$ cat config.mk
export PLATFORM = sky130hd
export DESIGN_NAME = histTop
export DESIGN_NICKNAME = d
export VERILOG_FILES = /design/src/logic/histPkg.sv /design/src/logic/binMapper.sv /design/src/logic/histAccumulator.sv /design/src/logic/histRam.sv /design/src/logic/histTop.sv /design/src/logic/peakFinder.sv
export SDC_FILE = /design/constraint.sdc
export NUM_CORES = 2
export LEC_CHECK = 0
export BUFFER_PORTS_ARGS = -buffer_cell sky130_fd_sc_hd__buf_2
export CAP_MARGIN = 30
export CORE_MARGIN = 2
export CORE_UTILIZATION = 59
export CTS_BUF_LIST = sky130_fd_sc_hd__clkbuf_4 sky130_fd_sc_hd__clkbuf_8
export DETAILED_ROUTE_END_ITERATION = 12
export PLACE_DENSITY_LB_ADDON = 0.3
export SETUP_SLACK_MARGIN = 0.02
export SLEW_MARGIN = 30
export SYNTH_ARGS = -nofsm -noshare
export SYNTH_HDL_FRONTEND = slang
export SYNTH_SLANG_ARGS = --single-unit
$ cat constraint.sdc
create_clock -name clk -period 6.2 [get_ports clk]
set_input_delay 0 -clock clk [delete_from_list [all_inputs] [get_ports clk]]
set_output_delay 0 -clock clk [all_outputs]
set_load 0.005 [all_outputs]
$ cat src/logic/histPkg.sv
package histPkg;

    // timestamp width from the TDC
    localparam int TS_W = 12;

    // bin address width
    localparam int BIN_W = 6;

    // histogram depth follows the address width
    localparam int NUM_BINS = 1 << BIN_W;

    // accumulator control
    // clear sweep, then counting window, then pipeline drain
    typedef enum logic [1:0] {
        ACC_IDLE,
        ACC_CLEAR,
        ACC_ACCUM,
        ACC_DRAIN
    } accState_t;

    // peak search control
    // sweep reads every bin once, report holds one cycle for the pulse
    typedef enum logic [1:0] {
        PK_IDLE,
        PK_SWEEP,
        PK_REPORT
    } peakState_t;

endpackage

$ cat src/logic/binMapper.sv
`timescale 1ns/1ps

module binMapper import histPkg::*; #(
    parameter int BIN_OFFSET = 0,
    parameter int BIN_SHIFT  = 2
) (
    input  logic             clk,
    input  logic             res,
    input  logic             hit,
    input  logic [TS_W-1:0]  timestamp,
    output logic             binValid,
    output logic [BIN_W-1:0] binAddr
);

    // distance from the window start, signed so early hits go negative
    int delta;
    logic inRange;
    logic [BIN_W-1:0] binNext;

    assign delta = int'(timestamp) - BIN_OFFSET;

    // before the offset, or past the last bin
    assign inRange = (delta >= 0) && ((delta >> BIN_SHIFT) < NUM_BINS);

    // scale to bin units, upper bits are zero when in range
    assign binNext = BIN_W'(delta >> BIN_SHIFT);

    // strobe only for hits that land inside the histogram
    always_ff @(posedge clk or negedge res) begin
        if (!res) begin
            binValid <= 1'b0;
        end else begin
            binValid <= hit && inRange;
        end
    end

    // bin address travels beside the strobe
    always_ff @(posedge clk) begin
        binAddr <= binNext;
    end

endmodule

$ cat src/logic/histAccumulator.sv
`timescale 1ns/1ps

module histAccumulator import histPkg::*; #(
    parameter int COUNT_W = 16
) (
    input  logic               clk,
    input  logic               res,
    input  logic               start,
    input  logic               acqEnd,
    input  logic               binValid,
    input  logic [BIN_W-1:0]   binAddr,
    output logic [BIN_W-1:0]   rdAddrA,
    input  logic [COUNT_W-1:0] rdDataA,
    output logic               wrEn,
    output logic [BIN_W-1:0]   wrAddr,
    output logic [COUNT_W-1:0] wrData,
    output logic               armed,
    output logic               accBusy,
    output logic               histDone
);

    accState_t state;
    logic [BIN_W-1:0] clrAddr;
    logic drainCnt;

    // window flag lined up with binValid, one cycle behind the state
    logic inWin;

    // stage 1 holds the read address, stage 2 waits for the data
    logic s1Valid;
    logic [BIN_W-1:0] s1Addr;
    logic s2Valid;
    logic [BIN_W-1:0] s2Addr;

    // copy of the write the memory took on the last edge
    logic lastValid;
    logic [BIN_W-1:0] lastAddr;
    logic [COUNT_W-1:0] lastData;

    logic fwd;
    logic clearing;
    logic [COUNT_W-1:0] oldCount;
    logic [COUNT_W-1:0] newCount;

    assign clearing = (state == ACC_CLEAR);
    assign armed    = (state == ACC_ACCUM);
    // histDone keeps busy up until the peak finder takes over
    assign accBusy  = (state != ACC_IDLE) || histDone;

    // read issued from stage 1
    assign rdAddrA = s1Addr;

    // read collided with the previous write, memory data is stale
    assign fwd      = lastValid && (lastAddr == s2Addr);
    assign oldCount = fwd ? lastData : rdDataA;
    // saturate at all ones
    assign newCount = (oldCount == {COUNT_W{1'b1}}) ? oldCount : oldCount + 1'b1;

    // clear sweep owns the write port while it runs
    assign wrEn   = clearing || s2Valid;
    assign wrAddr = clearing ? clrAddr : s2Addr;
    assign wrData = clearing ? '0 : newCount;

    // control FSM
    always_ff @(posedge clk or negedge res) begin
        if (!res) begin
            state    <= ACC_IDLE;
            clrAddr  <= '0;
            drainCnt <= 1'b0;
            histDone <= 1'b0;
        end else begin
            histDone <= 1'b0;
            case (state)
                ACC_IDLE: begin
                    // start elsewhere is dropped
                    if (start) begin
                        state   <= ACC_CLEAR;
                        clrAddr <= '0;
                    end
                end
                ACC_CLEAR: begin
                    // one bin zeroed per cycle
                    clrAddr <= clrAddr + 1'b1;
                    if (clrAddr == BIN_W'(NUM_BINS - 1)) begin
                        state <= ACC_ACCUM;
                    end
                end
                ACC_ACCUM: begin
                    if (acqEnd) begin
                        state    <= ACC_DRAIN;
                        drainCnt <= 1'b0;
                    end
                end
                ACC_DRAIN: begin
                    // two cycles lets the last hit reach stage 2
                    drainCnt <= 1'b1;
                    if (drainCnt) begin
                        state    <= ACC_IDLE;
                        histDone <= 1'b1;
                    end
                end
                default: state <= ACC_IDLE;
            endcase
        end
    end

    // pipeline valids
    always_ff @(posedge clk or negedge res) begin
        if (!res) begin
            inWin     <= 1'b0;
            s1Valid   <= 1'b0;
            s2Valid   <= 1'b0;
            lastValid <= 1'b0;
        end else begin
            inWin     <= (state == ACC_ACCUM);
            s1Valid   <= binValid && inWin;
            s2Valid   <= s1Valid;
            lastValid <= wrEn;
        end
    end

    // addresses and forwarded data
    always_ff @(posedge clk) begin
        s1Addr   <= binAddr;
        s2Addr   <= s1Addr;
        lastAddr <= wrAddr;
        lastData <= wrData;
    end

endmodule

$ cat src/logic/histRam.sv
`timescale 1ns/1ps

module histRam import histPkg::*; #(
    parameter int COUNT_W = 16
) (
    input  logic               clk,
    input  logic               wrEn,
    input  logic [BIN_W-1:0]   wrAddr,
    input  logic [COUNT_W-1:0] wrData,
    input  logic [BIN_W-1:0]   rdAddrA,
    output logic [COUNT_W-1:0] rdDataA,
    input  logic [BIN_W-1:0]   rdAddrB,
    output logic [COUNT_W-1:0] rdDataB
);

    // one count per bin
    logic [COUNT_W-1:0] mem [NUM_BINS];

    // write port, shared by clear and accumulate
    always_ff @(posedge clk) begin
        if (wrEn) begin
            mem[wrAddr] <= wrData;
        end
    end

    // registered reads
    // same-address read during a write sees the old count
    always_ff @(posedge clk) begin
        rdDataA <= mem[rdAddrA];
        rdDataB <= mem[rdAddrB];
    end

endmodule

$ cat src/logic/histTop.sv
`timescale 1ns/1ps

module histTop import histPkg::*; #(
    parameter int COUNT_W    = 16,
    parameter int BIN_OFFSET = 0,
    parameter int BIN_SHIFT  = 2
) (
    input  logic               clk,
    input  logic               res,
    input  logic               start,
    input  logic               hit,
    input  logic [TS_W-1:0]    timestamp,
    input  logic               acqEnd,
    input  logic [BIN_W-1:0]   rdAddr,
    output logic               armed,
    output logic               busy,
    output logic               histDone,
    output logic               peakValid,
    output logic [BIN_W-1:0]   peakBin,
    output logic [COUNT_W-1:0] peakCount,
    output logic [COUNT_W-1:0] rdData
);

    // mapper to accumulator
    logic binValid;
    logic [BIN_W-1:0] binAddr;

    // memory ports
    logic wrEn;
    logic [BIN_W-1:0] wrAddr;
    logic [COUNT_W-1:0] wrData;
    logic [BIN_W-1:0] rdAddrA;
    logic [COUNT_W-1:0] rdDataA;
    logic [BIN_W-1:0] rdAddrB;

    logic accBusy;
    logic peakBusy;

    assign busy = accBusy || peakBusy;

    binMapper #(.BIN_OFFSET(BIN_OFFSET), .BIN_SHIFT(BIN_SHIFT)) mapper0 (
        .clk(clk), .res(res), .hit(hit), .timestamp(timestamp),
        .binValid(binValid), .binAddr(binAddr)
    );

    histAccumulator #(.COUNT_W(COUNT_W)) acc0 (
        .clk(clk), .res(res), .start(start), .acqEnd(acqEnd),
        .binValid(binValid), .binAddr(binAddr),
        .rdAddrA(rdAddrA), .rdDataA(rdDataA),
        .wrEn(wrEn), .wrAddr(wrAddr), .wrData(wrData),
        .armed(armed), .accBusy(accBusy), .histDone(histDone)
    );

    // port B data doubles as the readout
    histRam #(.COUNT_W(COUNT_W)) ram0 (
        .clk(clk), .wrEn(wrEn), .wrAddr(wrAddr), .wrData(wrData),
        .rdAddrA(rdAddrA), .rdDataA(rdDataA),
        .rdAddrB(rdAddrB), .rdDataB(rdData)
    );

    peakFinder #(.COUNT_W(COUNT_W)) peak0 (
        .clk(clk), .res(res), .histDone(histDone), .rdAddr(rdAddr),
        .rdAddrB(rdAddrB), .rdDataB(rdData), .peakBusy(peakBusy),
        .peakValid(peakValid), .peakBin(peakBin), .peakCount(peakCount)
    );

endmodule

$ cat src/logic/peakFinder.sv
`timescale 1ns/1ps

module peakFinder import histPkg::*; #(
    parameter int COUNT_W = 16
) (
    input  logic               clk,
    input  logic               res,
    input  logic               histDone,
    input  logic [BIN_W-1:0]   rdAddr,
    output logic [BIN_W-1:0]   rdAddrB,
    input  logic [COUNT_W-1:0] rdDataB,
    output logic               peakBusy,
    output logic               peakValid,
    output logic [BIN_W-1:0]   peakBin,
    output logic [COUNT_W-1:0] peakCount
);

    peakState_t state;
    logic [BIN_W-1:0] sweepAddr;

    // address of the data now on rdDataB
    logic cmpValid;
    logic [BIN_W-1:0] cmpAddr;

    // running maximum
    logic [COUNT_W-1:0] runMax;
    logic [BIN_W-1:0] runBin;

    logic better;
    logic [COUNT_W-1:0] nextMax;
    logic [BIN_W-1:0] nextBin;

    // strictly greater, so the lowest bin wins a tie
    assign better  = cmpValid && (rdDataB > runMax);
    assign nextMax = better ? rdDataB : runMax;
    assign nextBin = better ? cmpAddr : runBin;

    // readout port passes through except during the sweep
    assign rdAddrB  = (state == PK_SWEEP) ? sweepAddr : rdAddr;
    assign peakBusy = (state != PK_IDLE);

    always_ff @(posedge clk or negedge res) begin
        if (!res) begin
            state     <= PK_IDLE;
            sweepAddr <= '0;
            cmpValid  <= 1'b0;
            runMax    <= '0;
            runBin    <= '0;
            peakValid <= 1'b0;
            peakBin   <= '0;
            peakCount <= '0;
        end else begin
            peakValid <= 1'b0;
            cmpValid  <= (state == PK_SWEEP);
            case (state)
                PK_IDLE: begin
                    if (histDone) begin
                        state     <= PK_SWEEP;
                        sweepAddr <= '0;
                        runMax    <= '0;
                        runBin    <= '0;
                    end
                end
                PK_SWEEP: begin
                    sweepAddr <= sweepAddr + 1'b1;
                    runMax    <= nextMax;
                    runBin    <= nextBin;
                    if (sweepAddr == BIN_W'(NUM_BINS - 1)) begin
                        state <= PK_REPORT;
                    end
                end
                PK_REPORT: begin
                    // last bin compared here, then one cycle holding the pulse
                    if (!peakValid) begin
                        peakValid <= 1'b1;
                        peakBin   <= nextBin;
                        peakCount <= nextMax;
                    end else begin
                        state <= PK_IDLE;
                    end
                end
                default: state <= PK_IDLE;
            endcase
        end
    end

    always_ff @(posedge clk) begin
        cmpAddr <= sweepAddr;
    end

endmodule

==> flow_summary.toml <==
[yosys]
post_synth.cell_area_avg_sq_um = 18.6
ys_ff_latch = 1171
synth-adder-area-share_pct = 0.538
post_synth_and_or_nand_nor_area_fraction_pct = 4.01
netlist_area_sq_um = 53500
synth.area.mux_share_pct = 26.0
synth_top_family_by_area = "multiplexers"
synth_xor_area_share_pct = 0.311
synth_cell_types = 57
synth.largest_area_cell = "sky130_fd_sc_hd__edfxtp_1"
synth.yosys.seq_area_share_pct = 63.6
yosys-top-cells-area = "sky130_fd_sc_hd__edfxtp_1 57%, sky130_fd_sc_hd__mux4_2 25%, sky130_fd_sc_hd__dfrtp_1 3.2%, sky130_fd_sc_hd__dfxtp_1 2.9%, sky130_fd_sc_hd__nand2_1 1.5%"
synth_top_area_share_pct = 57.5
synthesis.nets = 2923
synth_compound_area_share_pct = 3.58
number_of_enable_flip_flop_cells_after_synthesis = 1024
post_synth_inst_count = 2877
asyncSetResetFlopFracSynth_pct = 5.89
yosysWarnings = 0
synth-main-ff-cell = "sky130_fd_sc_hd__edfxtp_1"

[cts]
cts-resized-gates = 0
clock-sinks = 1171
worst_skew_pair.late_latency_ns = 0.90
number_of_buffers_inserted_during_clock_tree_synthesis = 184
tritoncts = "done"
post_cts_buffers = 0
ctsHtreeMaxLevel = 4
cts.path.max_buffers = 3
hold_buffers = 21
cts_root_buffer = "sky130_fd_sc_hd__clkbuf_8"
clkSlewWorstSetupHoldPaths_ns = 0.06

[critical_path]
worst_setup_path_endpoint = "ram0.rdDataB[10]$_DFF_P_"
critical_path_class = "reg2reg"
r2r.worst_path.cells = 9
timing.critical_path.to_type = "register"
worstPathArrival_ns = 5.51
combined_buffer_and_inverter_count_along_the_critical_path = 1
worst_r2r_startpoint = "peak0.state[1]$_DFFE_PN0P_"
worst_path_most_repeated_cell = "sky130_fd_sc_hd__a211oi_1"
crit_start = "peak0.state[1]$_DFFE_PN0P_"
timing.critical_path.cells = "nand2b_1, mux2i_4, buf_4, mux4_2, and2_1, a211oi_1, a311oi_1, a211oi_1, a21oi_1"
cpLargestDelayFamily = "compound AO/OA/AOI/OAI gates"
worstPathMaxFanout = 37
timing.critical_path.from_type = "register"
timing.critical_path.slowest_cell_delay_ns = 0.98
register_to_register_path_setup_slack_ns = 1.41
critPathRequiredTime_ns = 6.91
timing.rr.end = "ram0.rdDataB[10]$_DFF_P_"
critical_path.slowest_cell = "sky130_fd_sc_hd__a211oi_1"
cp_num_cells = 9

[die]
core_sq_um = 89900
placementRows = 110
floorplan.die_area_sq_um = 93100
die_h_um = 305
num_io_pins = 65
floorplan.initialDensity_pct = 59.5
floorplan_die_width_um = 305

[worst_hold_path]
hold_path.startpoint = "rdAddr[4]"
hold_path_class = "in2reg"

[finish]
flow.area_growth_from_synthesis_pct = 12.3
most_common_library_cell_in_the_layout_ignoring_fill_and_taps = "sky130_fd_sc_hd__edfxtp_1"
layout-drive-gt1-share_pct = 37.1
layout.filler_cells = 5765
area_taken_by_multi_input_logic_gates_sq_um = 18800
design.final.nets = 3117
area_taken_by_flip_flops_and_latches_sq_um = 34100
most-common-layout-cells = "1024 x sky130_fd_sc_hd__edfxtp_1, 592 x sky130_fd_sc_hd__mux4_2, 207 x sky130_fd_sc_hd__nand2_1"

[timing]
fin_crit_ns = 4.79
final_max_slew_viol_count = 0
final_hold_viol_count = 0
slew_headroom_pct = 22.3
worst_pin_slew_ns = 1.16
clock_skew_ns = 0.0456
timing.final.crit_share_pct = 77.3
timing.fmax_mhz = 209
grt_setup_unrepaired = "no"
finalSetupTns_ns = 0
final-setup-viol-count = 0

[routing]
route.final.wire_length_um = 146000
dr.first_iter.drc_count = 4673
vias_per_cell = 7.17
route.vias.total = 31600
total_drc_errors_in_the_routed_layout = 0
ant_nets = 0
post_drt_wl_per_cell_um = 33.1
drt_first_pass_iters = 6

[global_route]
first_global_vias = 32000
globalRouteOverflowTotal = 0
grtUsageTotal_pct = 32.0
grt_antenna_before_repair = 16
pin_count_of_the_biggest_net_entering_global_routing = 129
grt_first_pass_wirelength_um = 213000

[flow_run]
drv_cap = 0

[placed_design]
detailedPlacementHpwl_um = 86500
routabilityCongestion = 0.911
place.port_buffers = 62

[pwr]
design_power_total_uw = 15900
power_per_cell_area_nw_per_um2 = 265
ir_worst_vdd_mv = 0.245
leakage_uw = 0.0168

[status]
run_status = "finished clean"
[cell usage after synthesis (34+ instances only)]
master                        n
sky130_fd_sc_hd__mux2i_1     52
sky130_fd_sc_hd__and2_1      72
sky130_fd_sc_hd__dfrtp_1     69
sky130_fd_sc_hd__edfxtp_1  1024
sky130_fd_sc_hd__inv_1       48
sky130_fd_sc_hd__a31oi_1     54
sky130_fd_sc_hd__mux4_2     592
sky130_fd_sc_hd__a211oi_1    84
sky130_fd_sc_hd__a21oi_1     40
sky130_fd_sc_hd__clkbuf_1   118
sky130_fd_sc_hd__buf_1       58
sky130_fd_sc_hd__nand2_1    207
sky130_fd_sc_hd__dfxtp_1     78
sky130_fd_sc_hd__o21ai_0     34
sky130_fd_sc_hd__nor2_1     119
[power by group]
part,total [uW],internal [uW],leakage (uW),switching (uW)
Sequential,8530,8470,0.00871,57.4
Clock,6650,3570,0.00198,3080
Combinational,752,300,0.00614,453
Total,15900,12300,0.0168,3590
[worst register-to-register path, cell delays in order, from the launching register on]
cell and delay [ns]:
sky130_fd_sc_hd__dfrtp_1 0.47, sky130_fd_sc_hd__nand2b_1 0.73, sky130_fd_sc_hd__mux2i_4 0.68, sky130_fd_sc_hd__buf_4 0.61, sky130_fd_sc_hd__mux4_2 0.44, sky130_fd_sc_hd__and2_1 0.17, sky130_fd_sc_hd__a211oi_1 0.31, sky130_fd_sc_hd__a311oi_1 0.10
sky130_fd_sc_hd__a211oi_1 0.98, sky130_fd_sc_hd__a21oi_1 0.13
[layout make-up]
class	instances	share of cell area, %
Inverter	48	0.300
Clock buffer	244	5.11
Clock inverter	94	1.13
Timing Repair Buffer	220	2.99
Sequential cell	1171	56.7
Antenna cell	3	0.0125
Multi-Input combinational cell	1446	31.3
Tap cell	1176	2.45
[through the flow]
stage               std cells  hold WS [ns]  cell area (sq um)  utilization (%)  worst slack, ns
finish                   4402        0.0808              60100             66.9             1.41
global route             4400        0.0725              60100             66.9             1.16
CTS                      4398       0.00224              60000             66.8             1.51
detailed placement       4039         0.107              56100             62.4             1.52
global placement         4037         0.103              56000             62.3             1.35
floorplan                2877        -0.296              53500                -           0.0497
[routing by layer]
layer  GRT usage (%)  share of wire, %
met2            49.9                48
met1            42.5                35
met3            8.58                12
met4            15.2               4.8
met5               0             0.078
[registers in the layout, summed over array words and instances, names as in the netlist, 6 cells and up]
register and flops:
acc0.lastData 16, acc0.rdAddrA 6, mapper0.binAddr 6, peak0.cmpAddr 6
acc0.clrAddr 6, ram0.rdDataA 16, acc0.lastAddr 6, acc0.s2Addr 6
ram0.rdDataB 16, peak0.runBin 6, peak0.peakBin 6, peak0.runMax 16
peak0.peakCount 16, ram0.mem 1024, peak0.sweepAddr 6
[worst min path at each step]
stage,cells past startpoint,end
2_1_floorplan,0,acc0.clrAddr[0]$_DFFE_PN0P_
3_3_place_gp,1,mapper0.binAddr[4]$_DFF_P_
3_5_place_dp,1,mapper0.binAddr[2]$_DFF_P_
4_1_cts,5,ram0.rdDataB[2]$_DFF_P_
5_1_grt,4,ram0.rdDataB[1]$_DFF_P_
6_report,5,ram0.rdDataB[2]$_DFF_P_
[cells by family (layout without fill, tap and decap cells)]
family | after synthesis | in the layout
AOI/OAI and AO/OA | 281 | 281
muxes | 648 | 648
other | 0 | 3
buffers and inverters | 260 | 606
xor gates and xnor gates | 19 | 19
adders and majority gates | 23 | 23
and+or+nand+nor | 475 | 475
DFF | 1171 | 1171
No activity file was read; power rests on OpenSTA's default activity.
